## src/design/cache_pkg.sv

```systemverilog
`default_nettype none

package cache_pkg;

   localparam int ADDR_W     = 10;
   localparam int DATA_W     = 32;
   localparam int NBYTES     = DATA_W / 8;
   localparam int TAG_W      = 4;
   localparam int INDEX_W    = 4;
   localparam int OFFSET_W   = 2;
   localparam int LINE_WORDS = 2 ** OFFSET_W;

   typedef struct packed {
      logic [TAG_W-1:0]    tag;
      logic [INDEX_W-1:0]  index;
      logic [OFFSET_W-1:0] offset;
   } cache_addr_s;

   // Word address goes raw to memory and split into fields for lookup
   typedef union packed {
      logic [ADDR_W-1:0] raw;
      cache_addr_s       f;
   } cache_addr_u;

   // A zero strobe marks a read
   typedef struct packed {
      cache_addr_u       addr;
      logic [DATA_W-1:0] wdata;
      logic [NBYTES-1:0] wstrb;
   } fe_req_t;

   typedef struct packed {
      logic [ADDR_W-1:0] addr;
      logic [DATA_W-1:0] wdata;
      logic [NBYTES-1:0] wstrb;
   } be_req_t;

endpackage

`default_nettype wire

```

## src/design/be_arbiter.sv

```systemverilog
`timescale 1ns/1ps
`default_nettype none

module be_arbiter import cache_pkg::*; (
   input  wire logic    clk_i,
   input  wire logic    rst_i,
   input  wire logic    wtb_req_i,
   input  wire be_req_t wtb_data_i,
   output logic         wtb_ack_o,
   input  wire logic    fill_req_i,
   input  wire be_req_t fill_data_i,
   output logic         fill_ack_o,
   output logic         be_req_o,
   output be_req_t      be_req_data_o,
   input  wire logic    be_ack_i
);

   logic in_flight_q;
   logic grant_wtb_q;
   logic grant_wtb;

   // Buffer first so older writes reach memory before a refill
   assign grant_wtb = in_flight_q ? grant_wtb_q : wtb_req_i;

   assign be_req_o      = !in_flight_q && (wtb_req_i || fill_req_i);
   assign be_req_data_o = grant_wtb ? wtb_data_i : fill_data_i;

   assign wtb_ack_o  = be_ack_i && grant_wtb_q;
   assign fill_ack_o = be_ack_i && !grant_wtb_q;

   always_ff @(posedge clk_i or posedge rst_i) begin
      if (rst_i) begin
         in_flight_q <= 1'b0;
         grant_wtb_q <= 1'b0;
      end else begin
         if (be_ack_i) begin
            in_flight_q <= 1'b0;
         end else if (be_req_o) begin
            in_flight_q <= 1'b1;
         end
         if (be_req_o) begin
            grant_wtb_q <= grant_wtb;
         end
      end
   end

endmodule

`default_nettype wire

```

## config.mk

```make
export PLATFORM = sky130hd
export DESIGN_NAME = be_arbiter
export DESIGN_NICKNAME = d
export VERILOG_FILES = /design/src/design/cache_pkg.sv /design/src/design/be_arbiter.sv
export SDC_FILE = /design/constraint.sdc
export NUM_CORES = 1
export LEC_CHECK = 0
export BUFFER_PORTS_ARGS = -buffer_cell sky130_fd_sc_hd__buf_2
export CAP_MARGIN = 15
export CORE_ASPECT_RATIO = 1.1
export CORE_MARGIN = 4
export CORE_UTILIZATION = 27
export DETAILED_ROUTE_END_ITERATION = 6
export PLACE_DENSITY = 0.8
export SYNTH_ARGS = -nofsm -noshare
export SYNTH_HDL_FRONTEND = slang
export SYNTH_SLANG_ARGS = --single-unit
```

## constraint.sdc

```tcl
create_clock -name clk_i -period 2 [get_ports clk_i]
set_clock_uncertainty 0.15 [all_clocks]
set_input_delay 0.1 -clock clk_i [delete_from_list [all_inputs] [get_ports clk_i]]
set_output_delay 0.1 -clock clk_i [all_outputs]
set_load 0.01 [all_outputs]
```

# Yosys cells after proc, flatten, opt, wreduce, memory -nomap -nowiden
# Cells that the tools add are included.
word_totals:
  register_bits: 2
  input_bits: 97
  elab_cells: 13
op_classes:
  n_mux: 4
  reduce_logical: 7
ops:
  columns: ["cell", "count"]
  rows:
  - ["$mux 46", 1]
  - ["$logic_and 1x1->1", 3]
  - ["$mux 1", 3]
  - ["$logic_not 1->1", 2]
  - ["$reduce_bool 2->1", 1]
  - ["$logic_or 1x1->1", 1]

# Depth between registers and ports, before layout
depth:
  depth_word: 4
  ltp_mapped: 3

# Worst setup path after synthesis
# Ideal clock, no wire load.
synth_timing:
  path_kind: "register to output"
  start: "register in_flight_q"
  end: "output be_req_data_o[10] (netlist name)"
  arrival_ps: 1392
  required_time_ps: 1750
  path_slack_ps: 358
  path_stages_with_launch: 4
  path_cell_list: "dfrtp_1 mux2i_4 buf_8 mux2_4"
synth_rtl:
  columns: ["element", "line_no", "rtl"]
  rows:
  - ["start, declared", "be_arbiter.sv:18", "logic in_flight_q;"]
  - ["start signal, assigned", "be_arbiter.sv:33", "in_flight_q <= 1'b0;"]
  - ["start signal, assigned", "be_arbiter.sv:37", "in_flight_q <= 1'b0;"]
  - ["start signal, assigned", "be_arbiter.sv:39", "in_flight_q <= 1'b1;"]
  - ["end, declared", "be_arbiter.sv:14", "output be_req_t be_req_data_o,"]

==> results.py <==
metrics = {
    "outcome": {
        "status": "complete, no violations",
    },
    "placed_design": {
        "place_area_um2": 1600,
        "place_congestion": 0.699,
        "port_buffers": 145,
    },
    "timing": {
        "final-hold-violation-count": 0,
        "max-slew-margin-rel": 0.887,
        "rsz0062_at_grt": "false",
        "max_freq_mhz": 519,
        "setup_tns_ns": 0,
        "tightest_slew_ns": 0.166,
        "finalWorstPathRequiredPeriod_ns": 1.93,
        "maxSlewViolCount": 0,
        "period_share": 0.963,
        "hold_slack_ns": 0.0337,
        "setup_viol": 0,
    },
    "drt": {
        "antenna_left": 0,
        "wl_met3_um": 668,
        "m1WireLength_um": 1120,
        "wl_met2_um": 1890,
        "drt-pass1-iter-count": 4,
        "post-route-drc-count": 0,
        "drt_iter0_drc": 19,
        "via_per_inst": 4.54,
        "wire_per_inst_um": 15.1,
        "vias": 1127,
        "highest_layer": "met5",
        "detail_route.wirelength_um": 3740,
    },
    "grt": {
        "grt_pass1_vias": 1076,
        "track_usage": 0.156,
        "grt_max_degree": 25,
        "grt.overflow.total": 0,
        "antenna_found_initial": 1,
        "grt_pass1_wl_um": 4780,
    },
    "floorplanning": {
        "ios": 146,
        "fp-row-count": 21,
        "die_x_um": 61.4,
        "die_area_um2": 4100,
        "die_h_um": 66.8,
        "start_util": 0.281,
        "core_um2": 3020,
    },
    "cts": {
        "htreeDepth": 1,
        "cts_tree": "built",
        "clockBufferDepth": 2,
        "worstSkewPairLatency_ns": 0.23,
        "path_clk_slew_ns": 0.03,
        "cts_root_buf": "clkbuf_4",
        "numCtsBuffers": 3,
        "cts.sinks": 2,
    },
    "logic_synthesis": {
        "synth-xor-area-share": 0,
        "synth_compound_area_frac": 0.0162,
        "synthCells": 62,
        "synth_most_common_cell": "mux2_4",
        "yosys.area_share.simple": 0.0310,
        "yosysTopAreaCell": "mux2_4",
        "synth_top_family_by_area": "multiplexers",
        "synth_adder_area_share": 0,
        "muxShareOfSynthArea": 0.814,
        "synth_top_cell_area_share": 0.708,
        "avgSynthCellArea_um2": 13.7,
        "synthFlopType": "dfrtp_1",
        "synth-edff-count": 0,
        "synth_commonest_cells": "40 x mux2_4, 6 x mux2_2, 4 x buf_8",
        "ys_seq_elements": 2,
        "ys_seq_area_frac": 0.0590,
        "ys_warn_count": 0,
        "synthesis.nets": 159,
        "ys_async_sr_fraction": 1.00,
        "yosysUniqueCellTypes": 12,
        "yosys-top-cells-area": "mux2_4 71%, mux2_2 8.0%, buf_8 7.1%",
        "syn_area_um2": 848,
    },
    "setup_path": {
        "required_ns": 1.75,
        "arrival_ns": 1.68,
        "path_class": "reg2out",
        "cp-start-kind": "flop",
        "end_kind": "primary output",
        "crit_fanout": 12,
        "reg2reg_depth": 2,
    },
    "cells_and_area": {
        "final_area_um2": 1720,
        "n_antenna_cell": 0,
        "drive_gt1_frac": 0.944,
        "syn_to_final_growth_pct": 103,
        "fin_util": 0.569,
        "final_nets": 313,
    },
    "worst_hold_path": {
        "worstHoldPathType": "in2reg",
        "hold_depth": 2,
    },
    "flow_run": {
        "max_cap_violations": 0,
    },
    "power": {
        "p_leak_nw": 1.05,
        "powerDensity_nw_per_um2": 418,
        "irDropWorstVdd_mv": 0.282,
        "p_total_mw": 0.718,
    },
}
[per-layer routing]
metal,up-vias,global-route usage
li1,536,-
met4,2,0.0504
met2,96,0.280
met5,-,0
met3,6,0.0698
met1,487,0.156
[through the flow]
| step | worst slack (ns) | instances |
|---|---|---|
| after floorplan | 0.358 | 62 |
| after global placement | 0.229 | 239 |
| after detailed placement | 0.175 | 239 |
| after CTS | 0.0260 | 245 |
| after global routing | 0.0196 | 248 |
| final | 0.0747 | 248 |
[timing repair]
action | 4_1_cts | 5_1_grt
hold endpoints to repair | 3 | 0
cloned | 0 | 2
gates resized for setup | 1 | 0
hold buffers | 2 | 0
endpoints found under the setup margin | 44 | 2
setup buffers | 1 | 1
[cells by family (layout without fill, tap and decap cells)]
| logic type | count (synthesis) | after routing |
|---|---|---|
| and+or+nand+nor | 5 | 5 |
| muxes | 47 | 47 |
| DFF | 2 | 2 |
| buffers and inverters | 6 | 158 |
| AOI/OAI and AO/OA | 2 | 2 |
[cell type report]
type	count	area, um2
fillers	267	1300
repair buffers	153	863
clock buffers	3	22.5
inverters	2	7.51
flip-flops and latches	2	51.3
multi-input cells	54	731
well taps	34	42.5
[placed cells by master (no fill, tap or decap)]
cell / Yosys / final
and2_1: 1 / 1
clkbuf_16: 0 / 2
dfrtp_1: 2 / 1
mux2i_4: 1 / 1
buf_2: 0 / 145
nor2b_1: 1 / 1
mux2_4: 40 / 40
inv_1: 2 / 2
a22o_1: 1 / 1
buf_12: 0 / 3
nor2_1: 2 / 2
clkbuf_4: 0 / 3
mux2_2: 6 / 6
a21oi_1: 1 / 1
dlygate4sd3_1: 0 / 2
dfrtp_2: 0 / 1
nand2b_1: 1 / 1
buf_4: 0 / 1
[worst max-delay path: stages, from the launching register on]
cell and delay [ns]:
dfrtp_2 0.40, mux2i_4 0.26, buf_12 0.15, buf_12 0.14, mux2_2 0.35, buf_2 0.14
[final timing paths]
kind,startpoint,endpoint,slack (ns)
max in group asynchronous,rst_i,in_flight_q$_DFFE_PP0P_,1.43
min reg2reg,grant_wtb_q$_DFFE_PP0P_,grant_wtb_q$_DFFE_PP0P_,0.45
max reg2reg,in_flight_q$_DFFE_PP0P_,grant_wtb_q$_DFFE_PP0P_,0.96
min in group asynchronous,rst_i,in_flight_q$_DFFE_PP0P_,0.14
min,wtb_req_i,grant_wtb_q$_DFFE_PP0P_,0.03
max,in_flight_q$_DFFE_PP0P_,be_req_data_o[0],0.07
[sequential cells by signal, summed over array words and instances, names as in the netlist]
name and flops:
grant_wtb_q 1, in_flight_q 1
[power by group]
part | switching [mW] | internal [mW]
clock network | 0.0242 | 0.0663
logic | 0.219 | 0.357
registers | 0.00584 | 0.0450
total | 0.249 | 0.468
Note: power is estimated with default switching activity, not from simulation.
