`src/design/cache_pkg.sv`:
```
`default_nettype none

package cache_pkg;

   localparam int ADDR_W     = 10;
   localparam int DATA_W     = 32;
   localparam int NBYTES     = DATA_W / 8;
   localparam int TAG_W      = 4;
   localparam int INDEX_W    = 4;
   localparam int OFFSET_W   = 2;
   localparam int LINE_WORDS = 2 ** OFFSET_W;

   typedef struct packed {
      logic [TAG_W-1:0]    tag;
      logic [INDEX_W-1:0]  index;
      logic [OFFSET_W-1:0] offset;
   } cache_addr_s;

   // Word address goes raw to memory and split into fields for lookup
   typedef union packed {
      logic [ADDR_W-1:0] raw;
      cache_addr_s       f;
   } cache_addr_u;

   // A zero strobe marks a read
   typedef struct packed {
      cache_addr_u       addr;
      logic [DATA_W-1:0] wdata;
      logic [NBYTES-1:0] wstrb;
   } fe_req_t;

   typedef struct packed {
      logic [ADDR_W-1:0] addr;
      logic [DATA_W-1:0] wdata;
      logic [NBYTES-1:0] wstrb;
   } be_req_t;

endpackage

`default_nettype wire

```
`src/design/cache_ctrl.sv`:
```
`timescale 1ns/1ps
`default_nettype none

module cache_ctrl import cache_pkg::*; (
   input  wire logic              clk_i,
   input  wire logic              rst_i,
   // Front end
   input  wire logic              req_i,
   input  wire fe_req_t           req_data_i,
   output logic [DATA_W-1:0]      rdata_o,
   output logic                   ack_o,
   // Store
   output cache_addr_u            lookup_addr_o,
   input  wire logic              hit_i,
   input  wire logic [DATA_W-1:0] store_rdata_i,
   output logic                   word_we_o,
   output logic [DATA_W-1:0]      word_wdata_o,
   output logic [NBYTES-1:0]      word_wstrb_o,
   // Write-through buffer
   output logic                   wtb_push_o,
   output be_req_t                wtb_entry_o,
   input  wire logic              wtb_full_i,
   // Line fill
   output logic                   fill_start_o,
   output cache_addr_u            fill_line_o,
   input  wire logic              fill_done_i
);

   typedef enum logic [2:0] {
      S_IDLE,
      S_LOOKUP,
      S_WPUSH,
      S_REFILL,
      S_RESPOND
   } state_t;

   state_t  state_q;
   state_t  state_d;
   fe_req_t req_q;
   logic    is_write;
   logic    can_push;

   assign is_write = |req_q.wstrb;
   assign can_push = is_write && !wtb_full_i &&
                     ((state_q == S_LOOKUP) || (state_q == S_WPUSH));

   // Incoming address feeds the store so the lookup is ready next cycle
   assign lookup_addr_o = (state_q == S_IDLE) ? req_data_i.addr : req_q.addr;

   assign word_we_o    = (state_q == S_LOOKUP) && is_write && hit_i;
   assign word_wdata_o = req_q.wdata;
   assign word_wstrb_o = req_q.wstrb;

   assign wtb_push_o  = can_push;
   assign wtb_entry_o = '{addr: req_q.addr.raw, wdata: req_q.wdata, wstrb: req_q.wstrb};

   assign fill_start_o = (state_q == S_LOOKUP) && !is_write && !hit_i;
   assign fill_line_o  = req_q.addr;

   assign ack_o = state_q == S_RESPOND;

   always_comb begin
      state_d = state_q;
      case (state_q)
         S_IDLE: begin
            if (req_i) begin
               state_d = S_LOOKUP;
            end
         end
         S_LOOKUP: begin
            if (!is_write) begin
               state_d = hit_i ? S_RESPOND : S_REFILL;
            end else begin
               state_d = can_push ? S_RESPOND : S_WPUSH;
            end
         end
         S_WPUSH: begin
            if (can_push) begin
               state_d = S_RESPOND;
            end
         end
         // Look up again once the line is in, which then hits
         S_REFILL: begin
            if (fill_done_i) begin
               state_d = S_LOOKUP;
            end
         end
         default: begin
            state_d = S_IDLE;
         end
      endcase
   end

   always_ff @(posedge clk_i or posedge rst_i) begin
      if (rst_i) begin
         state_q <= S_IDLE;
      end else begin
         state_q <= state_d;
      end
   end

   always_ff @(posedge clk_i) begin
      if ((state_q == S_IDLE) && req_i) begin
         req_q <= req_data_i;
      end
      if (state_q == S_LOOKUP) begin
         rdata_o <= store_rdata_i;
      end
   end

endmodule

`default_nettype wire

```
`config.mk`:
```
export PLATFORM = sky130hd
export DESIGN_NAME = cache_ctrl
export DESIGN_NICKNAME = d
export VERILOG_FILES = /design/src/design/cache_pkg.sv /design/src/design/cache_ctrl.sv
export SDC_FILE = /design/constraint.sdc
export NUM_CORES = 1
export LEC_CHECK = 0
export BUFFER_PORTS_ARGS = -buffer_cell sky130_fd_sc_hd__buf_4
export CAP_MARGIN = 20
export CORE_MARGIN = 3
export CORE_UTILIZATION = 38
export CTS_BUF_LIST = sky130_fd_sc_hd__clkbuf_8
export CTS_CLUSTER_DIAMETER = 100
export CTS_CLUSTER_SIZE = 12
export DETAILED_ROUTE_END_ITERATION = 16
export GPL_TIMING_DRIVEN = 0
export PLACE_DENSITY = 0.9
export SLEW_MARGIN = 20
export SYNTH_ARGS = -nofsm -noshare
export SYNTH_HDL_FRONTEND = slang
export SYNTH_SLANG_ARGS = --single-unit
```
`constraint.sdc`:
```
create_clock -name clk_i -period 4 [get_ports clk_i]
set_input_delay 0.8 -clock clk_i [delete_from_list [all_inputs] [get_ports clk_i]]
set_output_delay 0.8 -clock clk_i [all_outputs]
set_load 0.005 [all_outputs]
```
* After elaboration in Yosys (flattened, before gate mapping) *
Index checks and enable logic that the tools add are counted.

cells by class
  equality and inequality tests = 7
  muxes and demuxes = 8
  reductions and logical operators = 14

operator list
  operator                                       count
  2-to-1 mux 3 bit                               6
  one-hot mux 3 bit (4 select lines)             1
  2-to-1 mux 10 bit                              1
  logical AND 1 bit                              7
  == test 3 x 2 -> 1 bit, second input constant  2
  != test 2 bit, second input constant           3
  OR reduction 4 bit                             1
  == test 3 x 1 -> 1 bit, second input constant  1
  == test 3 bit, second input constant           1
  zero test 1 bit                                3
  zero test 3 bit                                1
  AND reduction 3 bit                            1
  logical OR 1 bit                               1

storage, ports and cells
  flip-flop bits (word level) = 81
  output and inout port bits = 138
  logic and storage cells = 34

* Depth between registers and ports, before layout *
  depth in word-level cells = 6
  mapped depth = 4
  gate-level depth less buffers = 3

* Worst setup path before layout *
Ideal clock, no wire load.

  path type = reg2out
  start point = register state_q[1]
  end point = output fill_start_o
  arrival = 3.485 ns
  slack = -0.285 ns
  cell stages (with the launch flop) = 4
  buffers on the path = 1
  path through = dfrtp_1 -> buf_4 -> nor3b_1 -> and2b_2

on the way
  longest elaborated chain between the ends = 3

RTL lines
  item                            line              RTL
  from (decl)                     cache_ctrl.sv:37  state_t state_q;
  from (signal assigned)          cache_ctrl.sv:98  state_q <= state_d;
  == test 3 x 1 -> 1 bit          cache_ctrl.sv:57  assign fill_start_o = (state_q == S_LOOKUP) && !is_write && !hit_i;
  logical AND 1 bit (2 in a row)  cache_ctrl.sv:57
  to (decl)                       cache_ctrl.sv:24  output logic fill_start_o,

No other way between the ends.

* Final worst setup path *
Ends and elaborated chain as after synthesis.

==> flow_summary.toml <==
[outcome]
status = "finished clean"

[critical_path]
worst-path-buf-inv = 2
cp.required_ns = 3.20
cp_data_arrival_time_ns = 1.87
critPathMaxFanout = 14
worstSetupPathType = "reg -> out"
cp-start-kind = "flop"
crit_family = "simple AND/OR/NAND/NOR gates"
cpMaxStageDelayCell = "nor3b_4"
worstSetupEndpointType = "primary output"
cpPeakStageDelay_ns = 0.62
crit_chain = "buf_4 > nor3b_4 > and2b_2 > buf_4"
critPathMostFrequentCell = "buf_4"

[timing]
slew_viol_final = 0
clock_skew_ns = 0.00613
fin_tns_setup_ns = 0
min_period_over_period_pct = 66.7
min_period_ns = 2.67
rsz0062_at_grt = "no"
relSlewSlack_pct = 52.6
report.final.setup_viol = 0
hold_viol_final = 0
tightestPinTransition_ns = 0.710
clock.fmax_ghz = 0.375

[synthesis]
ys_top_cells_by_area = "edfxtp_1 (76%), buf_4 (12%), mux2_2 (4.0%), dfrtp_1 (2.4%), nor3b_1 (0.73%)"
ys_seq_elements = 81
synthXorXnorAreaFrac_pct = 0.285
syn_avg_cell_area_um2 = 18.7
synthAdderAreaFrac_pct = 0
synth_nets = 248
synth_mux_area_share_pct = 4.03
yosys.area.top_type = "edfxtp_1"
synth_cell_types = 22
synth_top_family_by_area = "buffers and inverters"
synth_compound_area_share_pct = 1.06
syn_area_mm2 = 0.00307
yosys.area_share.simple_pct = 3.67
synth.top_cell.area_share_pct = 76.3
ys_seq_area_share_pct = 78.7
syn-instance-count = 164
yosysWarnings = 0

[finish]
final_cell_mix = "buf_4 (270), edfxtp_1 (78), mux2_2 (11)"
layout-drive-gt1-share_pct = 76.0
final_common_cell = "buf_4"
nFillCells = 570
area_delta_synth_final_pct = 65.8
fin_nets = 483
n_antenna_cell = 0
final_util_pct = 65.5

[global_route]
grtUsageTotal_pct = 16.7
grt_pass1_vias = 2143
antenna_found_initial = 0
grt-ovfl-total = 0
grt_pass1_wl_mm = 11.1
grt_max_degree = 33

[clocking]
cts_root_buffer = "clkbuf_8"
cts_sinks = 81
cts.htree.levels = 3
post_cts.repair.setup_buffers = 0
cts_tree = "built"
post_cts_resized = 0
ctsHoldBuffers = 0
clockBufferDepth = 2
clk-insertion-delay-late_ns = 0.34
path_clk_slew_ns = 0.08
cts_buffers = 9

[route]
vias_per_cell = 4.35
post_drt_wl_per_cell_um = 16.2
drc = 0
drt-total-wl_mm = 8.17
dr.pass1.iters = 4
drtIter0Drc = 62
ant_nets = 0
vias = 2201

[floorplan]
die_y_um = 95.9
initial_core_util_pct = 39.5
fp-row-count = 32
num_io_pins = 222
coreArea_mm2 = 0.00777
fp.dieArea_mm2 = 0.00919
dieWidth_um = 95.9

[min_path]
hold_class = "in -> async"

[power_and_ir_drop]
p_leak_nw = 2.26
power_mw = 3.05
peakVddDrop_mv = 0.321
powerDensity_mw_per_mm2 = 599

[placed_design]
place.gp.congestion = 0.766
numPortBuffers = 221
dp_hpwl_mm = 6.63

[run]
cap_violations = 0
## Yosys cell counts
cell type and instances:
edfxtp_1 78, o21ai_1 1, nand2b_2 1, nor3_2 1, nor4_4 1, mux2_2 11, nand2_1 2, and2_1 1
and2b_2 1, dfrtp_1 3, nor2_1 2, xnor2_1 1, nor3b_1 3, nor4_1 1, nand3b_1 1, a21oi_1 1
a31o_2 1, a311oi_1 1, inv_1 2, nor2b_1 1, o21ai_0 1, buf_4 49
## stage by stage
stage                     std cells  area [µm²]  setup WS, ns  hold WS (ns)
after global placement          487        4860         0.408         0.553
after floorplan                 164        3080         0.964         0.518
final                           506        5090          1.33         0.328
after global routing            506        5090          1.17         0.326
after detailed placement        490        4910          1.70         0.606
after CTS                       506        5090          1.30         0.314
## metal layers
metal  global-route usage [%]  vias to the layer above  wire, µm
met5                        0                        -         0
met4                     8.77                        0       222
met3                     3.75                       18       617
met2                     31.8                      114      4670
met1                     16.8                     1041      2660
li1                         -                     1028         -
## flip-flops by register name, indices dropped and copies added (netlist names)
register and flops:
fill_line_o 10, rdata_o 32, state_q 3, word_wdata_o 32, word_wstrb_o 4
## power breakdown
group | switching [mW] | total, mW | internal [mW]
registers | 0.111 | 1.34 | 1.23
clock network | 0.305 | 0.535 | 0.229
logic | 0.460 | 1.17 | 0.713
total | 0.877 | 3.05 | 2.17
## layout make-up
class | instances | area, µm² | share of cell area [%]
Inverter | 2 | 7.51 | 0.147
Buffer | 49 | 368 | 7.23
Sequential cell | 81 | 2420 | 47.5
Clock buffer | 9 | 124 | 2.43
Clock inverter | 7 | 55.1 | 1.08
Multi-Input combinational cell | 32 | 290 | 5.70
Tap cell | 102 | 128 | 2.51
Timing Repair Buffer | 224 | 1700 | 33.4
## worst paths after layout
| path | to | start | slack, ns | depth (start not counted) |
|---|---|---|---|---|
| max | fill_start_o | state_q[1]$_DFFE_PP0P_ | 1.33 | 4 |
| min | state_q[2]$_DFFE_PP0P_ | rst_i | 0.33 | 2 |
| max reg2reg | word_wdata_o[29]$_DFFE_PP_ | state_q[0]$_DFFE_PP0P_ | 2.04 | 5 |
| min reg2reg | state_q[0]$_DFFE_PP0P_ | state_q[0]$_DFFE_PP0P_ | 0.63 | 2 |
| max in group asynchronous | state_q[0]$_DFFE_PP0P_ | rst_i | 3.53 | 2 |
| min in group clk_i | rdata_o[3]$_DFFE_PN_ | store_rdata_i[3] | 0.62 | 1 |
## cell families after synthesis
kind of cell	Yosys count
xor+xnor	1
simple gates	15
flops	81
buf+inv	51
mux	11
compound gates	5
Power figures use the tool's default switching activity.
