--- config.mk ---
export PLATFORM = sky130hd
export DESIGN_NAME = write_through_buffer
export DESIGN_NICKNAME = d
export VERILOG_FILES = /design/src/design/cache_pkg.sv /design/src/design/write_through_buffer.sv
export SDC_FILE = /design/constraint.sdc
export NUM_CORES = 1
export LEC_CHECK = 0
export BUFFER_PORTS_ARGS = -buffer_cell sky130_fd_sc_hd__buf_2
export CAP_MARGIN = 0
export CELL_PAD_IN_SITES_DETAIL_PLACEMENT = 0
export CELL_PAD_IN_SITES_GLOBAL_PLACEMENT = 1
export CORE_MARGIN = 2
export CORE_UTILIZATION = 54
export DETAILED_ROUTE_END_ITERATION = 16
export GPL_ROUTABILITY_DRIVEN = 0
export PLACE_DENSITY = 0.88
export SKIP_CTS_REPAIR_TIMING = 1
export SLEW_MARGIN = 20
export SYNTH_ARGS = -nofsm -noshare
export SYNTH_HDL_FRONTEND = slang
export SYNTH_SLANG_ARGS = --single-unit
--- constraint.sdc ---
create_clock -name clk_i -period 5 [get_ports clk_i]
set_clock_uncertainty 0.15 [all_clocks]
set_input_delay 0.25 -clock clk_i [delete_from_list [all_inputs] [get_ports clk_i]]
set_output_delay 0.25 -clock clk_i [all_outputs]
set_load 0.05 [all_outputs]
--- src/design/cache_pkg.sv ---
`default_nettype none

package cache_pkg;

   localparam int ADDR_W     = 10;
   localparam int DATA_W     = 32;
   localparam int NBYTES     = DATA_W / 8;
   localparam int TAG_W      = 4;
   localparam int INDEX_W    = 4;
   localparam int OFFSET_W   = 2;
   localparam int LINE_WORDS = 2 ** OFFSET_W;

   typedef struct packed {
      logic [TAG_W-1:0]    tag;
      logic [INDEX_W-1:0]  index;
      logic [OFFSET_W-1:0] offset;
   } cache_addr_s;

   // Word address goes raw to memory and split into fields for lookup
   typedef union packed {
      logic [ADDR_W-1:0] raw;
      cache_addr_s       f;
   } cache_addr_u;

   // A zero strobe marks a read
   typedef struct packed {
      cache_addr_u       addr;
      logic [DATA_W-1:0] wdata;
      logic [NBYTES-1:0] wstrb;
   } fe_req_t;

   typedef struct packed {
      logic [ADDR_W-1:0] addr;
      logic [DATA_W-1:0] wdata;
      logic [NBYTES-1:0] wstrb;
   } be_req_t;

endpackage

`default_nettype wire

--- src/design/write_through_buffer.sv ---
`timescale 1ns/1ps
`default_nettype none

module write_through_buffer import cache_pkg::*; #(
   parameter int WTBUF_DEPTH_W = 2
) (
   input  wire logic    clk_i,
   input  wire logic    rst_i,
   input  wire logic    push_i,
   input  wire be_req_t entry_i,
   output logic         full_o,
   output logic         empty_o,
   output logic         be_req_o,
   output be_req_t      be_req_data_o,
   input  wire logic    be_ack_i
);

   localparam int DEPTH = 2 ** WTBUF_DEPTH_W;

   be_req_t                mem_q [DEPTH];
   logic [WTBUF_DEPTH_W-1:0] wr_ptr_q;
   logic [WTBUF_DEPTH_W-1:0] rd_ptr_q;
   logic [WTBUF_DEPTH_W:0]   count_q;
   logic                     pop;

   // Head stays stored until memory acks it
   assign pop     = be_ack_i;
   assign empty_o = count_q == '0;
   assign full_o  = count_q == (WTBUF_DEPTH_W + 1)'(DEPTH);

   assign be_req_o      = !empty_o && !be_ack_i;
   assign be_req_data_o = mem_q[rd_ptr_q];

   always_ff @(posedge clk_i or posedge rst_i) begin
      if (rst_i) begin
         wr_ptr_q <= '0;
         rd_ptr_q <= '0;
         count_q  <= '0;
      end else begin
         if (push_i) begin
            wr_ptr_q <= wr_ptr_q + 1'b1;
         end
         if (pop) begin
            rd_ptr_q <= rd_ptr_q + 1'b1;
         end
         if (push_i && !pop) begin
            count_q <= count_q + 1'b1;
         end else if (pop && !push_i) begin
            count_q <= count_q - 1'b1;
         end
      end
   end

   always_ff @(posedge clk_i) begin
      if (push_i) begin
         mem_q[wr_ptr_q] <= entry_i;
      end
   end

endmodule

`default_nettype wire

---- Word-level counts from Yosys, hierarchy flattened ----
Memory sizes are Yosys's and may differ from the RTL's.
Cells that the tools add are included.
storage, ports and cells
  register bits ........................... 7
  RAM bits ................................ 184
  input port bits ......................... 50
  output and inout port bits .............. 49
  memories ................................ 1
memories
  memory  depth  bits a word  rd ports  clocked after Yosys merged registers in  wr ports  RTL line                    text
  mem_q   4      46           1         0                                        1         write_through_buffer.sv:20  be_req_t mem_q [DEPTH];
operators by class
  add/sub/neg operators ................... 4
  eq/ne operators ......................... 1
  mux-type cells .......................... 4
  reduce and logical (&&, ||, !) cells .... 8
operator list
  kind                                               count
  2-to-1 mux 3 bit                                   2
  adder 2 x 1 -> 2 bit (second input constant)       2
  adder 3 x 1 -> 3 bit (second input constant)       1
  equality test 3 bit (second input constant)        1
  logical AND 1 bit                                  3
  zero test 1 bit                                    3
  zero test 3 bit                                    1
  subtractor 3 x 1 -> 3 bit (second input constant)  1
  2-to-1 mux 1 bit                                   2
  nonzero test 2 bit                                 1

---- Logic depth before layout (Yosys ltp) ----
Gate-level depths: netlist of the first run.
  depth after elaboration ................. 4
  mapped depth ............................ 7

---- Worst setup path before layout of the first run ----
Ideal clock, no wire load.
  path type ............................... reg-to-output
  start ................................... reg count_q[0]
  end ..................................... out be_req_o
  data arrival time ....................... 2129 ps
  data required time ...................... 4600 ps
  slack ................................... 2471 ps
  cell stages (with the launch flop) ...... 3
  buffers on the path ..................... 0
  cell sequence ........................... dfrtp_1 nor3_1 nor2_1
between the ends
  cells in the longest elaborated chain, start to end .. 3
ends and longest elaborated chain
  element                 RTL line                    text
  from (decl)             write_through_buffer.sv:23  logic [WTBUF_DEPTH_W:0] count_q;
  from (signal assigned)  write_through_buffer.sv:47  count_q <= count_q + 1'b1;
  from (signal assigned)  write_through_buffer.sv:49  count_q <= count_q - 1'b1;
  zero test 3 bit         write_through_buffer.sv:28  assign empty_o = count_q == '0;
  net empty_o             write_through_buffer.sv:12  output logic empty_o,
  zero test 1 bit         write_through_buffer.sv:31  assign be_req_o = !empty_o && !be_ack_i;
  logical AND 1 bit       write_through_buffer.sv:31
  to (decl)               write_through_buffer.sv:13  output logic be_req_o,
The timed path passes the listed nets, and every way through them passes these cells.

==> results of run 1 <==
## final cells by class
cell class                 instances  area [um^2]  share of cell area [%]
multi-input combinational         70         1240                    14.2
sequential                       191         5710                    65.2
clock buffer                      17          425                    4.86
antenna                            1         2.50                  0.0286
inverter                           5         18.8                   0.214
clock inverter                    14          126                    1.44
timing repair buffer             151         1010                    11.6
tap                              172          215                    2.46
## Yosys cell counts
library cell	count
buf_2	4
clkbuf_1	1
nand2_1	2
dfrtp_1	7
fa_1	1
nor3_1	1
buf_6	3
xor2_1	4
and2_1	4
mux2_2	1
buf_4	2
inv_1	5
xnor2_1	2
nor3b_1	1
ha_1	5
o21ai_0	1
edfxtp_1	184
nor2_1	2
mux4_2	46
## sequential cells by signal, indices dropped and copies added, names as in the netlist
register / count
mem_q: 184
count_q: 3
rd_ptr_q: 2
wr_ptr_q: 2
## worst max-delay path, stage by stage (launching register included)
cell and delay (ps):
dfrtp_4 1050, mux4_2 630, buf_2 230
## how the worst max path moves through the flow
stage / startpoint / end / slack (ps) / cells after the start
after floorplan: count_q[0]$_DFFE_PP0P_ / be_req_o / 2470 / 2
after global placement: rd_ptr_q[0]$_DFFE_PP0P_ / be_req_data_o[31] / 2610 / 2
after detailed placement: rd_ptr_q[0]$_DFFE_PP0P_ / be_req_data_o[35] / 2610 / 2
after CTS: rd_ptr_q[0]$_DFFE_PP0P_ / be_req_data_o[35] / 2140 / 2
after global routing: rd_ptr_q[0]$_DFFE_PP0P_ / be_req_data_o[43] / 2060 / 2
final: rd_ptr_q[0]$_DFFE_PP0P_ / be_req_data_o[35] / 2240 / 2
## routing by layer
metal | vias to the layer above | GRT usage (%) | part of all wire [%]
met5 | - | 0 | 0
met4 | 0 | 7.00 | 1.6
met3 | 15 | 5.47 | 4.7
met2 | 94 | 27.5 | 51
met1 | 1615 | 23.0 | 43
li1 | 1485 | - | -
## kinds of logic (layout without fill, tap and decap cells)
kind of cell	after synthesis	count (layout)	synth area share, %
buffers and inverters	15	187	1.30
muxes	47	47	14.9
DFF	191	191	81.1
AOI/OAI and AO/OA	1	1	0.0711
other	0	1	0
and+or+nand+nor	10	10	0.747
adders and majority gates	6	6	1.17
xor gates and xnor gates	6	6	0.747
## power by group through the flow
stage | clock network (mW) | logic [mW] | registers (mW)
floorplan | 0 | 1.74 | 2.19
global placement | 0 | 1.94 | 2.40
detailed placement | 0 | 1.94 | 2.42
CTS | 1.28 | 1.94 | 2.39
global route | 1.34 | 2.03 | 2.43
finish | 1.25 | 1.95 | 2.37
==> results.json, run 1 <==
{
  "worst_pin_slew_ps": 955,
  "die-width_um": 118,
  "die_h_um": 118,
  "hold_viol_final": 0,
  "h-tree-depth": 4,
  "fin_util_pct": 69.1,
  "min_period_ps": 2760,
  "insertion_delay_ps": 410,
  "antenna_found_initial": 1,
  "ant_nets": 0,
  "synth_area_leaders": "edfxtp_1, mux4_2, dfrtp_1",
  "setup_viol": 0,
  "final_common_cell": "edfxtp_1",
  "ys_seq_elements": 191,
  "top_level_ports": 99,
  "cts_tree": "done",
  "die_area_um2": 14000,
  "cts_buffers": 17,
  "synthCells": 276,
  "grt_pass1_wl_um": 17800,
  "placed_area_um2": 7710,
  "layoutNonFillerInstCount": 621,
  "drv_slew": 0,
  "p_leak_nw": 3.06,
  "nFillCells": 825,
  "critical_path_arrival_ps": 2360,
  "viasPerCell": 5.17,
  "synth.net_count": 332,
  "portBuffers": 98,
  "endpoint_kind": "output pin",
  "ir_worst_vdd_mv": 0.397,
  "comb_power_share_pct": 35.0,
  "grt_max_degree": 49,
  "first_pass_iters": 4,
  "ff2ff_path_depth": 4,
  "whs_ps": 159,
  "areaGrowthSynthToFinish_pct": 24.5,
  "rsz0062_at_grt": "no",
  "p_switching_mw": 2.10,
  "final_cell_mix": "edfxtp_1, buf_2, dlygate4sd3_1",
  "wl_per_cell_um": 19.0,
  "grt_use_total_pct": 17.5,
  "setup_slack_ps": 2240,
  "seqPwrFrac_pct": 42.6,
  "min_path_type": "in -> async",
  "synth_top_area_share_pct": 78.6,
  "syn_area_um2": 7030,
  "fin_nets": 492,
  "outcome": "complete, no violations",
  "drtIter0Drc": 249,
  "setup.worst_path.start_class": "flip-flop",
  "tns_ps": 0,
  "routed_wl_um": 11800,
  "via_count": 3209,
  "placed_cells": 540,
  "crit_fanout": 48,
  "initial_utilization_pct": 55.5,
  "remaining_drc_errors": 0,
  "maxCapViolations": 0,
  "r2r-start": "wr_ptr_q[0]$_DFFE_PP0P_",
  "clockPowerShare_pct": 22.5,
  "hpwl_um": 6840,
  "core_um2": 12700,
  "preCtsSetupSlack_ps": 2610,
  "reg2reg_slack_ps": 2860,
  "grt_pass1_vias": 3270,
  "p_int_mw": 3.46,
  "relSlewSlack_pct": 36.3,
  "yosys_warnings": 0,
  "final_area_um2": 8750,
  "cts.sinks": 191,
  "ys_types": 19,
  "drive_above_1_share_pct": 40.6,
  "overflow": 0,
  "rows": 41,
  "powerDensity_nw_per_um2": 636,
  "required_ps": 4600,
  "crit_type": "reg -> out",
  "switching_share_pct": 37.8,
  "synth_top_cell_by_area": "edfxtp_1",
  "max_freq_mhz": 363,
  "r2r-end": "mem_q[0][8]$_DFFE_PP_",
  "seq_area_frac_synth_pct": 81.1,
  "cts_root_buf": "clkbuf_16",
  "path_clk_slew_ps": 60,
  "syn-mean-instance-area_um2": 25.5,
  "power.total_mw": 5.57,
  "period_share_pct": 55.2,
  "cts.path.max_buffers": 2
}
Power figures use the tool's default switching activity.
==> run 2: changes to the inputs <==
Settings changed: CORE_UTILIZATION 54 to 50, PLACE_DENSITY 0.88 to 0.83.
Clock period 5 ns to 2.6 ns, I/O delays scaled along.
==> run 2 against run 1 <==
  * Final cell count is 2.7% higher
  * First-iteration DRC count is 18% lower
  * Global-route usage is 0.10 points higher
  * Combinational power is 120% higher
  * Clock power is 100% higher
  * Sequential cell count stayed put
  * Register-to-register slack worse by 2100 ps
  * Setup slack worse by 2100 ps
  * Power is 99% higher
  * Hold slack worse by 95 ps
==> results.json, run 2 (synthesis gave the netlist of run 1 again) <==
{
  "setup_slack_ps": 175,
  "routed_wl_um": 12500,
  "required_ps": 2320,
  "critical_path_arrival_ps": 2140,
  "relSlewSlack_pct": 64.5,
  "crit_type": "reg -> out",
  "p_leak_nw": 3.14,
  "placed_cells": 557,
  "powerDensity_nw_per_um2": 1240,
  "drtIter0Drc": 204,
  "maxCapViolations": 0,
  "cts_buffers": 17,
  "final_common_cell": "edfxtp_1",
  "reg_top3": "mem_q: 184 flops, count_q: 3 flops",
  "outcome": "complete, no violations",
  "tns_ps": 0,
  "endpoint_kind": "output pin",
  "nFillCells": 913,
  "ant_nets": 0,
  "max_freq_mhz": 412,
  "setup_viol": 0,
  "die_h_um": 123,
  "h-tree-depth": 4,
  "top_level_ports": 99,
  "min_path_type": "in -> async",
  "final_cell_mix": "edfxtp_1, buf_2, dlygate4sd3_1",
  "first_pass_iters": 4,
  "n_antenna_cell": 0,
  "hpwl_um": 7670,
  "hold_viol_final": 0,
  "initial_utilization_pct": 50.9,
  "drv_slew": 0,
  "die_area_um2": 15000,
  "grt_pass1_vias": 3290,
  "reg2reg_slack_ps": 720,
  "areaGrowthSynthToFinish_pct": 26.9,
  "fin_nets": 501,
  "cts.sinks": 191,
  "grt_use_total_pct": 17.6,
  "antenna_found_initial": 0,
  "min_period_ps": 2420,
  "wl_per_cell_um": 19.6,
  "grt_pass1_wl_um": 18400,
  "cts_tree": "done",
  "regMostFlops": "mem_q",
  "largest_register_ffs": 184,
  "ir_worst_vdd_mv": 0.725,
  "portBuffers": 98,
  "core_um2": 13800,
  "overflow": 0,
  "rows": 43,
  "worst_pin_slew_ps": 532,
  "setup.worst_path.start_class": "flip-flop",
  "cts_root_buf": "clkbuf_16",
  "grt_max_degree": 34,
  "die-width_um": 123,
  "path_clk_slew_ps": 70,
  "via_count": 3379,
  "rsz0062_at_grt": "no",
  "layoutNonFillerInstCount": 638,
  "crit_fanout": 19,
  "preCtsSetupSlack_ps": 581,
  "drive_above_1_share_pct": 41.5,
  "insertion_delay_ps": 430,
  "cts.path.max_buffers": 2,
  "remaining_drc_errors": 0,
  "period_share_pct": 93.3,
  "viasPerCell": 5.30
}
run 2: final timing paths:
| kind | endpoint | start | depth (start not counted) |
|---|---|---|---|
| setup / recovery | be_req_data_o[43] | rd_ptr_q[0]$_DFFE_PP0P_ | 3 |
| hold reg to reg | count_q[2]$_DFFE_PP0P_ | count_q[2]$_DFFE_PP0P_ | 1 |
| setup reg to reg | mem_q[1][11]$_DFFE_PP_ | wr_ptr_q[1]$_DFFE_PP0P_ | 4 |
| hold / removal | wr_ptr_q[0]$_DFFE_PP0P_ | rst_i | 3 |
| max in group asynchronous | rd_ptr_q[0]$_DFFE_PP0P_ | rst_i | 3 |
| min in group clk_i | mem_q[2][26]$_DFFE_PP_ | entry_i[26] | 2 |
run 2: through the flow:
step	hold WS (ps)	instance area, um^2	power [mW]	utilization (%)
after floorplan	-217	7030	7.57	-
after global placement	-78.4	7860	8.53	56.8
after detailed placement	-60.3	7860	8.61	56.8
after CTS	-526	8440	11.1	61.0
after global routing	78.5	8930	11.5	64.6
final	64.0	8930	11.1	64.6
run 2: cell type report:
class / instances / area [um^2] / area share (%)
clock buffers: 18 / 429 / 4.81
clock inverters: 14 / 149 / 1.67
repair buffers: 160 / 1150 / 12.9
inverters: 5 / 18.8 / 0.210
flip-flops and latches: 191 / 5710 / 63.9
well taps: 180 / 225 / 2.52
multi-input cells: 70 / 1240 / 13.9
run 2: routing by layer:
layer  up-vias  GRT usage (%)  wire length (um)
met5         -              0                 0
met4         0           6.97               166
met3        12           6.41               747
met2       109           26.8              6360
met1      1759           23.4              5200
li1       1499              -                 -
run 2: power by group:
group / leakage [nW] / internal (mW) / switching (mW) / total (mW)
registers: 1.77 / 4.03 / 0.237 / 4.27
clock network: 0.281 / 1.49 / 1.04 / 2.53
logic: 1.09 / 1.38 / 2.87 / 4.25
total: 3.14 / 6.91 / 4.15 / 11.1
run 2: worst max-delay path, stage by stage, from the launching register on:
cell and delay (ps):
dfrtp_4 670, buf_4 280, mux4_2 540, buf_2 230
