===== config.mk =====
export PLATFORM = sky130hd
export DESIGN_NAME = line_fill
export DESIGN_NICKNAME = d
export VERILOG_FILES = /design/src/design/cache_pkg.sv /design/src/design/line_fill.sv
export SDC_FILE = /design/constraint.sdc
export NUM_CORES = 1
export LEC_CHECK = 0
export CORE_AREA = 2 2 52 54
export DETAILED_ROUTE_END_ITERATION = 6
export DIE_AREA = 0 0 54 56
export DONT_BUFFER_PORTS = 1
export PLACE_DENSITY = 0.55
export SLEW_MARGIN = 15
export SYNTH_ARGS = -nofsm -noshare
export SYNTH_HDL_FRONTEND = slang
export SYNTH_SLANG_ARGS = --single-unit

===== constraint.sdc =====
create_clock -name clk_i -period 1.4 [get_ports clk_i]
set_input_delay 0.07 -clock clk_i [delete_from_list [all_inputs] [get_ports clk_i]]
set_output_delay 0.07 -clock clk_i [all_outputs]
set_load 0.01 [all_outputs]

===== src/design/cache_pkg.sv =====
`default_nettype none

package cache_pkg;

   localparam int ADDR_W     = 10;
   localparam int DATA_W     = 32;
   localparam int NBYTES     = DATA_W / 8;
   localparam int TAG_W      = 4;
   localparam int INDEX_W    = 4;
   localparam int OFFSET_W   = 2;
   localparam int LINE_WORDS = 2 ** OFFSET_W;

   typedef struct packed {
      logic [TAG_W-1:0]    tag;
      logic [INDEX_W-1:0]  index;
      logic [OFFSET_W-1:0] offset;
   } cache_addr_s;

   // Word address goes raw to memory and split into fields for lookup
   typedef union packed {
      logic [ADDR_W-1:0] raw;
      cache_addr_s       f;
   } cache_addr_u;

   // A zero strobe marks a read
   typedef struct packed {
      cache_addr_u       addr;
      logic [DATA_W-1:0] wdata;
      logic [NBYTES-1:0] wstrb;
   } fe_req_t;

   typedef struct packed {
      logic [ADDR_W-1:0] addr;
      logic [DATA_W-1:0] wdata;
      logic [NBYTES-1:0] wstrb;
   } be_req_t;

endpackage

`default_nettype wire


===== src/design/line_fill.sv =====
`timescale 1ns/1ps
`default_nettype none

module line_fill import cache_pkg::*; (
   input  wire logic              clk_i,
   input  wire logic              rst_i,
   input  wire logic              start_i,
   input  wire cache_addr_u       line_i,
   output logic                   done_o,
   output logic                   fill_we_o,
   output cache_addr_u            fill_addr_o,
   output logic [DATA_W-1:0]      fill_data_o,
   output logic                   be_req_o,
   output be_req_t                be_req_data_o,
   input  wire logic              be_ack_i,
   input  wire logic [DATA_W-1:0] be_rdata_i
);

   logic                busy_q;
   logic [OFFSET_W-1:0] beat_q;
   cache_addr_u         line_q;
   cache_addr_u         beat_addr;

   assign beat_addr.raw = {line_q.f.tag, line_q.f.index, beat_q};

   // Reads only, so strobes stay zero
   assign be_req_o      = busy_q && !be_ack_i;
   assign be_req_data_o = '{addr: beat_addr.raw, wdata: '0, wstrb: '0};

   assign fill_we_o   = busy_q && be_ack_i;
   assign fill_addr_o = beat_addr;
   assign fill_data_o = be_rdata_i;

   always_ff @(posedge clk_i or posedge rst_i) begin
      if (rst_i) begin
         busy_q <= 1'b0;
         beat_q <= '0;
         done_o <= 1'b0;
      end else begin
         done_o <= 1'b0;
         if (start_i && !busy_q) begin
            busy_q <= 1'b1;
            beat_q <= '0;
         end else if (fill_we_o) begin
            beat_q <= beat_q + 1'b1;
            if (beat_q == OFFSET_W'(LINE_WORDS - 1)) begin
               busy_q <= 1'b0;
               done_o <= 1'b1;
            end
         end
      end
   end

   always_ff @(posedge clk_i) begin
      if (start_i && !busy_q) begin
         line_q <= line_i;
      end
   end

endmodule

`default_nettype wire


After elaboration in Yosys (flattened, before gate mapping):

Cells that the tools add are included.

* mux-type cells: 8
* equality and inequality tests: 1
* add/sub/neg operators: 1
* reductions and logical operators: 8

Operators by type and width (number)
* two-way mux 1 bit: 6
* two-way mux 2 bit: 2
* nonzero test 2 bit: 2
* logical AND 1 bit: 3
* adder 2 x 1 -> 2 bit (second input constant): 1
* equality test 2 bit (second input constant): 1
* zero test 1 bit: 2
* AND reduction 2 bit: 1

* word-level logic and storage cells: 22
* output and inout bits: 91
* flip-flop bits (word level): 14

Depth between registers and ports, before layout:

Gate-level depths: netlist of run 1.

* word-level depth: 4
* depth in mapped cells: 3

Worst setup path after synthesis of run 1:

OpenSTA, ideal clock, no wires.

* path kind: register to register
* start: reg beat_q[0]
* end: reg beat_q[1]
* path buffers: 0
* period minus slack after synthesis: 1264 ps
* arrival: 1143 ps
* library setup time: 121 ps
* setup slack: 136 ps
* cell stages (with the launch flop): 4
* cells stage by stage: dfrtp_1 ha_1 mux2_4 a22o_1

* cells in the longest elaborated chain, start to end: 3

Ends and longest elaborated chain
* from (decl): RTL line line_fill.sv:20 `logic [OFFSET_W-1:0] beat_q;`
* from (signal assigned): RTL line line_fill.sv:45 `beat_q <= beat_q + 1'b1;`
* adder 2 x 1 -> 2 bit: RTL line line_fill.sv:45
* two-way mux 2 bit: RTL line line_fill.sv:44 `end else if (fill_we_o) begin`
* two-way mux 2 bit: RTL line line_fill.sv:41 `if (start_i && !busy_q) begin`

No other way between the ends. The select of a mux whose other input is x is not followed.
A chain may end at the register's enable or synchronous reset.

Worst setup path after layout of run 1:

Ends and elaborated chain as after synthesis.

==> metrics, run 1 <==
Rows 18; GPL Wtd Cong around 0.63; first-pass GRT wire length 1430 um; share of cells above drive strength 1 10.3%; H-Tree Depth 1; slowest cell on the critical path dfrtp_1; largest net degree at the start of global routing 9; area share of the leading cell type in the synthesized netlist between 50 and 60%; TNS Setup 0 ns; Worst setup endpoint beat_q[1]; final hold violations 0; post-synthesis cell area 0.00103 mm^2; M1 GR Usage around 4.2%; worst vdd ir 0.482 mV; yosys warns 0; core area ~0.0024 mm^2; post-CTS resize count 0; r2r worst-path depth 3; grt ovf 0; main area contributors after synthesis buf_4, edfxtp_1, dfrtp_1; Register Area about 340 um^2; Die Wd 54 um; Final ANT Viol Nets 0; Crit Path Class register to register; GRT busiest layer met2; Main synth FF type edfxtp_1; post-synthesis cell count about 100; wire length per cell ~11 um; fin crit period roughly 1.2 ns; max cap viols 0; crit path from beat_q[0]; post-place setup slack around 0.18 ns; R2R Path Start beat_q[0]; CTS Sinks 12; Crit path max-delay family flip-flops; root buffer cell clkbuf_4; GR met2 Demand/Resource 10.8%; Top Ports ~140; worst setup margin 0.177 ns; Max stage delay on crit path around 0.39 ns; Worst R2R Setup Slack about 0.18 ns; PwrDens ~1400 mW/mm^2; status complete, no violations; vias in the first global route 315; Critical Path AT approximately 1.4 ns; final setup vio count 0; port bufs 0; DR vias between 300 and 400; CP max FO 2; final net count approximately 130; clock buffer depth 2; clk_lat worst skew approximately 0.26 ns; Pleak 0.367 nW; Netlist cell types 15; EDFF count, synth 8; Critical Path RT about 1.5 ns; Seq/Total Area, Yosys about a third; Max Slew Vio Count 0; total routing usage reported by global routing 6.67%; CTS tree done; Residual DRC 0; commonest cells after routing, fill and taps aside conb_1, dlygate4sd3_1, edfxtp_1, dfrtp_1; # diodes 0; Hold Crit Class input port to register; leading area contributor after synthesis buf_4; Hold Path Stages 2; final period utilization just under 90%; met3 Use GR around 4.3%; Placement Cell Area between 600 and 700 um^2; DIE AREA 0.00302 mm^2; clk slew on worst S/H paths about 0.06 ns; buffer and inverter count on the worst path 0; reg2reg end beat_q[1]; Initial Util 42.2%; dpl cells 94; WP depth 3; final cell area excluding filler cells 766 um^2; WL final 1220 um; Synth Area per Inst 9.88 um^2; Multi-input gate area roughly 230 um^2; Setup Fix Bufs, Post-CTS 0; non-filler cells, final approximately 110; HPWL after DPL between 900 and 1000 um; Via density roughly 3.5; synthesis-to-finish area growth -25.5%; CP endpoint kind register; Worst Clk Skew approximately 0.0018 ns; router iterations before antenna repair 3; crit-path cells ha_1 > mux2_4 > a22o_1; CTS buffer count 3; die height around 56 um; initial antenna violation count 0; initial DRC count 1; Post-CTS Hold Buffers 11; RSZ-0062 raised after global routing false; #FFs+latches synth 12; f_max around 820 MHz; commonest non-fill, non-tap cell in the layout conb_1; fillers roughly 270; Worst Setup Start Kind register; async set-reset flop share out of synthesis between 30 and 40%
cells by family after synthesis:
kind of cell / after synthesis / synth area share [%]
buffers and inverters: 79 / 57.4
muxes: 1 / 1.46
AOI/OAI and AO/OA: 2 / 1.58
DFF: 12 / 33.1
other: 1 / 0.365
and+or+nand+nor: 7 / 4.02
adders and majority gates: 1 / 1.22
xor gates and xnor gates: 1 / 0.853
registers in the layout (all words and copies together) (netlist names):
register and flops:
line_q 8, done_o 1, beat_q 2, busy_q 1
report_power, final:
group	switching, W	internal, W	leakage, nW
Combinational	0.000195	0.000164	0.233
Sequential	0.0000870	0.000467	0.120
Clock	0.0000945	0.0000990	0.0138
Total	0.000376	0.000729	0.367
synthesized netlist by cell type, types with 2 or more instances:
master,instances
buf_4,78
dfrtp_1,4
edfxtp_1,8
nor2_1,2
nor2b_1,2
worst min-delay path by stage:
| stage | endpoint | slack (ns) | from |
|---|---|---|---|
| 2_1_floorplan | beat_q[0] | -0.16 | rst_i |
| 3_3_place_gp | done_o | -0.15 | rst_i |
| 3_5_place_dp | done_o | -0.14 | rst_i |
| 4_1_cts | beat_q[0] | 0.004 | start_i |
| 5_1_grt | beat_q[0] | 0.01 | start_i |
| 6_report | beat_q[0] | 0.02 | start_i |
cell type report:
class	instances	area share, %
flip-flops and latches	12	44.4
multi-input cells	48	29.9
repair buffers	14	17.3
well taps	30	4.90
clock buffers	3	2.94
inverters	1	0.490
per-stage QoR:
| stage | hold WS [ns] | power (W) | util [%] |
|---|---|---|---|
| floorplan | -0.164 | 0.00103 | - |
| global placement | -0.146 | 0.000891 | 26.0 |
| detailed placement | -0.142 | 0.000906 | 26.0 |
| CTS | 0.00360 | 0.00113 | 31.5 |
| global route | 0.0116 | 0.00120 | 31.5 |
| finish | 0.0153 | 0.00111 | 31.5 |
metal layers:
| metal | vias to the layer above | part of all wire (%) |
|---|---|---|
| met5 | - | 0 |
| met4 | 0 | 2.2 |
| met3 | 8 | 21 |
| met2 | 49 | 49 |
| met1 | 165 | 27 |
| li1 | 160 | - |
(Power assumes the default switching activity.)
==> run 2: changes to the inputs <==
Settings changed: GPL_TIMING_DRIVEN from default to 0, HOLD_SLACK_MARGIN from default to 0.1.
==> metrics, run 2 (same netlist as run 1, synthesis figures left out) <==
status complete, no violations; router iterations before antenna repair 2 (-1); CTS tree done; Sw Ratio 33.2% (-0.85 points); initial DRC count 2 (+1); # diodes 0 (unchanged); Final ANT Viol Nets 0 (unchanged); Power Internal 0.000870 W (+19%); Worst R2R Setup Slack 0.07 ns (-0.10 ns); Crit Path Class register to register; CP max FO 5 (+3); Clock Power Share 14.6% (-2.9 points); final setup vio count 0 (unchanged); grt ovf 0 (unchanged); wire length per cell 9.28 um (-18%); first-pass GRT wire length 2160 um (+51%); DIE AREA 0.00302 mm^2 (unchanged); Initial Util 42.2% (unchanged); Pleak 0.751 nW (+100%); Critical Path RT 1.55 ns (about the same); worst vdd ir 0.553 mV (+15%); synthesis-to-finish area growth 29.6%; Max stage delay on crit path 0.47 ns (+0.08 ns); final hold violations 0 (unchanged); number of flip-flops in the largest register 8 (unchanged); final net count 202 (+59%); biggest regs line_q (8), beat_q (2); Die Wd 54 um (unchanged); port bufs 0 (unchanged); CTS Sinks 12 (unchanged); Rows 18 (unchanged); vias in the first global route 538 (+71%); Hold Crit Class input port to asynchronous set/reset pin; Critical Path AT 1.48 ns (+0.11 ns); Worst Setup Start Kind register; clock buffer depth 2 (unchanged); f_max 754 MHz (-7.9%); commonest cells after routing, fill and taps aside buf_4, conb_1, dlygate4sd3_1, edfxtp_1, dfrtp_1; fillers 230 (-15%); WHS 0.131 ns (+0.116 ns); GPL Wtd Cong 0.625 (-0.90%); Worst Clk Skew 0.00206 ns (+0.000244 ns); Setup Fix Bufs, Post-CTS 0 (unchanged); WL final 1700 um (+39%); HPWL after DPL 1460 um (+46%); root buffer cell clkbuf_4; largest net degree at the start of global routing 9 (unchanged); crit-path cells ha_1 > mux2_4 > a22o_1; CTS buffer count 3 (unchanged); commonest non-fill, non-tap cell in the layout buf_4; r2r worst-path depth 3 (unchanged); PwrDens 978 mW/mm^2 (-32%); Largest Register line_q; R2R Path Start beat_q[0]; Top Ports 137 (unchanged); Max Slew Vio Count 0 (unchanged); Via density 3.52 (-0.35%); clk_lat worst skew 0.26 ns (about the same); Reg power frac 45.2% (-4.9 points); Residual DRC 0 (unchanged); clk slew on worst S/H paths 0.06 ns (about the same); Net Switching 0.000432 W (+15%); initial antenna violation count 0 (unchanged); combinational power share 40.2% (+7.8 points); slowest cell on the critical path dfrtp_1; RSZ-0062 raised after global routing false; core area 0.00243 mm^2 (unchanged); TNS Setup 0 ns (unchanged); total routing usage reported by global routing 9.42% (+2.7 points); final period utilization 94.8% (+7.4 points); max cap viols 0 (unchanged); die height 56 um (unchanged); DR vias 645 (+69%); share of cells above drive strength 1 54.9% (+45 points); CP endpoint kind register; H-Tree Depth 1 (unchanged); reg2reg end beat_q[1]; fin crit period 1.33 ns (+0.104 ns)
==> run 2: power groups by stage <==
stage               clock network, W  logic (W)  registers, W
global placement                   0   0.000492      0.000595
global route                0.000230   0.000575      0.000609
CTS                         0.000210   0.000523      0.000590
floorplan                          0   0.000465      0.000566
detailed placement                 0   0.000493      0.000598
finish                      0.000190   0.000523      0.000588
==> run 2: worst max-delay path by stage <==
stage	start	to
floorplan	beat_q[0]	beat_q[1]
global placement	busy_q	line_q[8]
detailed placement	busy_q	line_q[7]
CTS	busy_q	line_q[5]
global route	beat_q[0]	beat_q[1]
finish	beat_q[0]	beat_q[1]
==> run 2: through the flow <==
step	util, %	power, W	std cells	worst slack, ns	area [um^2]
floorplan	-	0.00103	139	0.136	1160
global placement	49.2	0.00109	169	0.0431	1200
detailed placement	49.2	0.00109	169	0.0238	1200
CTS	54.6	0.00132	183	0.0167	1330
global route	54.7	0.00141	183	0.0134	1330
finish	54.7	0.00130	183	0.0731	1330
==> run 2: layer usage <==
layer / wire (um) / vias up / GRT usage [%]
met4: 0 / 0 / 4.29
li1: - / 311 / -
met2: 903 / 79 / 17.9
met5: 0 / - / 0
met1: 438 / 255 / 8.43
met3: 357 / 0 / 2.96
==> run 2: critical path, delay by kind of cell (launching register included) <==
kind                     cells  cell delay [ns]
flip-flops                   1             0.47
multiplexers                 1             0.25
adder cells (fa/ha/maj)      1             0.32
AO/OA/AOI/OAI                1             0.17
==> run 2: layout make-up <==
class	count	area (um^2)	share of cell area, %
flip-flops and latches	12	340	25.6
repair buffers	11	110	8.27
plain buffers	78	586	44.0
well taps	30	37.5	2.82
inverters	1	3.75	0.282
multi-input cells	48	231	17.4
clock buffers	3	22.5	1.69
==> run 2: timing repair <==
action	in CTS	in global routing
gates resized for setup	0	1
setup endpoints to repair	0	8
endpoints found under the hold margin	16	0
hold buffers	11	0
==> run 3: changes to the inputs <==
Settings changed: PLACE_DENSITY 0.55 to default, PLACE_DENSITY_LB_ADDON from default to 0.1.
==> metrics, run 3 (same netlist as run 1, synthesis figures left out) <==
status complete, no violations; Rows 18 (unchanged); WL final 1720 um (+1.5%); clk slew on worst S/H paths 0.07 ns (about the same); biggest regs line_q (8), beat_q (2); final cell area excluding filler cells 0.00134 mm^2 (+0.28%); clk_lat worst skew 0.26 ns (about the same); clock buffer depth 2 (unchanged); total routing usage reported by global routing 9.13% (-0.29 points); # diodes 0 (unchanged); Worst Clk Skew 0.00433 ns (+0.00227 ns); share of cells above drive strength 1 54.5% (-0.36 points); Pleak 0.753 nW (+0.21%); H-Tree Depth 1 (unchanged); DR vias 650 (+0.78%); CTS buffer count 3 (unchanged); final hold violations 0 (unchanged); initial antenna violation count 0 (unchanged); first-pass GRT wire length 2050 um (-5.1%); core area 0.00243 mm^2 (unchanged); final setup vio count 0 (unchanged); Max Slew Vio Count 0 (unchanged); Tot Pwr 0.00131 W (+0.65%); commonest non-fill, non-tap cell in the layout buf_4; worst vdd ir 0.605 mV (+9.4%); Placement Cell Area 0.00120 mm^2 (unchanged); max cap viols 0 (unchanged); Residual DRC 0 (unchanged); vias in the first global route 487 (-9.5%); Via density 3.53 (+0.23%); Die Wd 54 um (unchanged); CP max FO 5 (unchanged); grt ovf 0 (unchanged); fin crit period 1.32 ns (-0.0104 ns); number of flip-flops in the largest register 8 (unchanged); port bufs 0 (unchanged); initial DRC count 4 (+2); dpl cells 169 (unchanged); CP endpoint kind register; f_max 760 MHz (+0.79%); HPWL after DPL 1510 um (+3.5%); GPL Wtd Cong 0.603 (-3.6%); final net count 202 (unchanged); synthesis-to-finish area growth 30.0%; Worst Setup Start Kind register; die height 56 um (unchanged); Top Ports 137 (unchanged); final period utilization 94.0% (-0.74 points); root buffer cell clkbuf_4; Hold Crit Class input port to asynchronous set/reset pin; Crit Path Class register to register; non-filler cells, final 184 (+0.55%); wire length per cell 9.37 um (+0.98%); Critical Path RT 1.55 ns (about the same); CTS tree done; Largest Register line_q; commonest cells after routing, fill and taps aside buf_4, conb_1, dlygate4sd3_1, edfxtp_1, dfrtp_1; largest net degree at the start of global routing 9 (unchanged); TNS Setup 0 ns (unchanged); router iterations before antenna repair 2 (unchanged); PwrDens 981 mW/mm^2 (+0.36%); DIE AREA 0.00302 mm^2 (unchanged); Initial Util 42.2% (unchanged); Final ANT Viol Nets 0 (unchanged); CTS Sinks 12 (unchanged); Critical Path AT 1.47 ns (about the same); RSZ-0062 raised after global routing false
==> run 3: critical path: stages, from the launching register on <==
cell	delay, ns
dfrtp_1	0.46
ha_1	0.32
mux2_4	0.25
a22o_1	0.17
==> run 3: path summary, 6_finish.rpt <==
check	from	end	slack (ns)	depth (start not counted)
max in group asynchronous	rst_i	beat_q[1]	1.12	2
worst max register to register	beat_q[0]	beat_q[1]	0.08	3
min in group clk_i	start_i	line_q[8]	0.19	1
worst max-delay path	beat_q[0]	beat_q[1]	0.08	3
worst min-delay path	rst_i	beat_q[0]	0.13	2
worst min register to register	busy_q	beat_q[0]	0.64	1
==> run 3: final cells by class <==
cell class | count | area (um^2)
timing repair buffer | 11 | 110
clock buffer | 3 | 22.5
sequential | 12 | 340
fill | 219 | 1100
tap | 30 | 37.5
buffer | 78 | 586
inverter | 1 | 3.75
clock inverter | 1 | 3.75
multi-input combinational | 48 | 231
==> run 3: power breakdown <==
group / switching (W) / total (W) / internal (W)
registers: 0.000118 / 0.000584 / 0.000466
logic: 0.000220 / 0.000524 / 0.000304
clock network: 0.0000996 / 0.000202 / 0.000103
total: 0.000437 / 0.00131 / 0.000873
==> run 3: repair_timing <==
item	CTS	global route
resized for setup	1	0
buffers inserted	0	0
setup endpoints to repair	8	0
hold buffers	11	0
hold endpoints to repair	16	0
==> run 3: layer usage <==
layer	global-route usage [%]	vias up	routed length, um
met2	19.3	74	953
met4	3.21	0	0
met1	7.01	265	430
met3	2.42	0	340
li1	-	311	-
met5	0	-	0
==> run 3: stage by stage <==
stage / setup slack [ns] / util (%) / hold WS [ns]
2_1_floorplan: 0.136 / - / -0.164
6_report: 0.0835 / 54.9 / 0.128
3_5_place_dp: 0.00655 / 49.2 / -0.145
4_1_cts: 0.0703 / 54.9 / 0.120
3_3_place_gp: 0.0304 / 49.2 / -0.153
5_1_grt: 0.0221 / 54.9 / 0.139
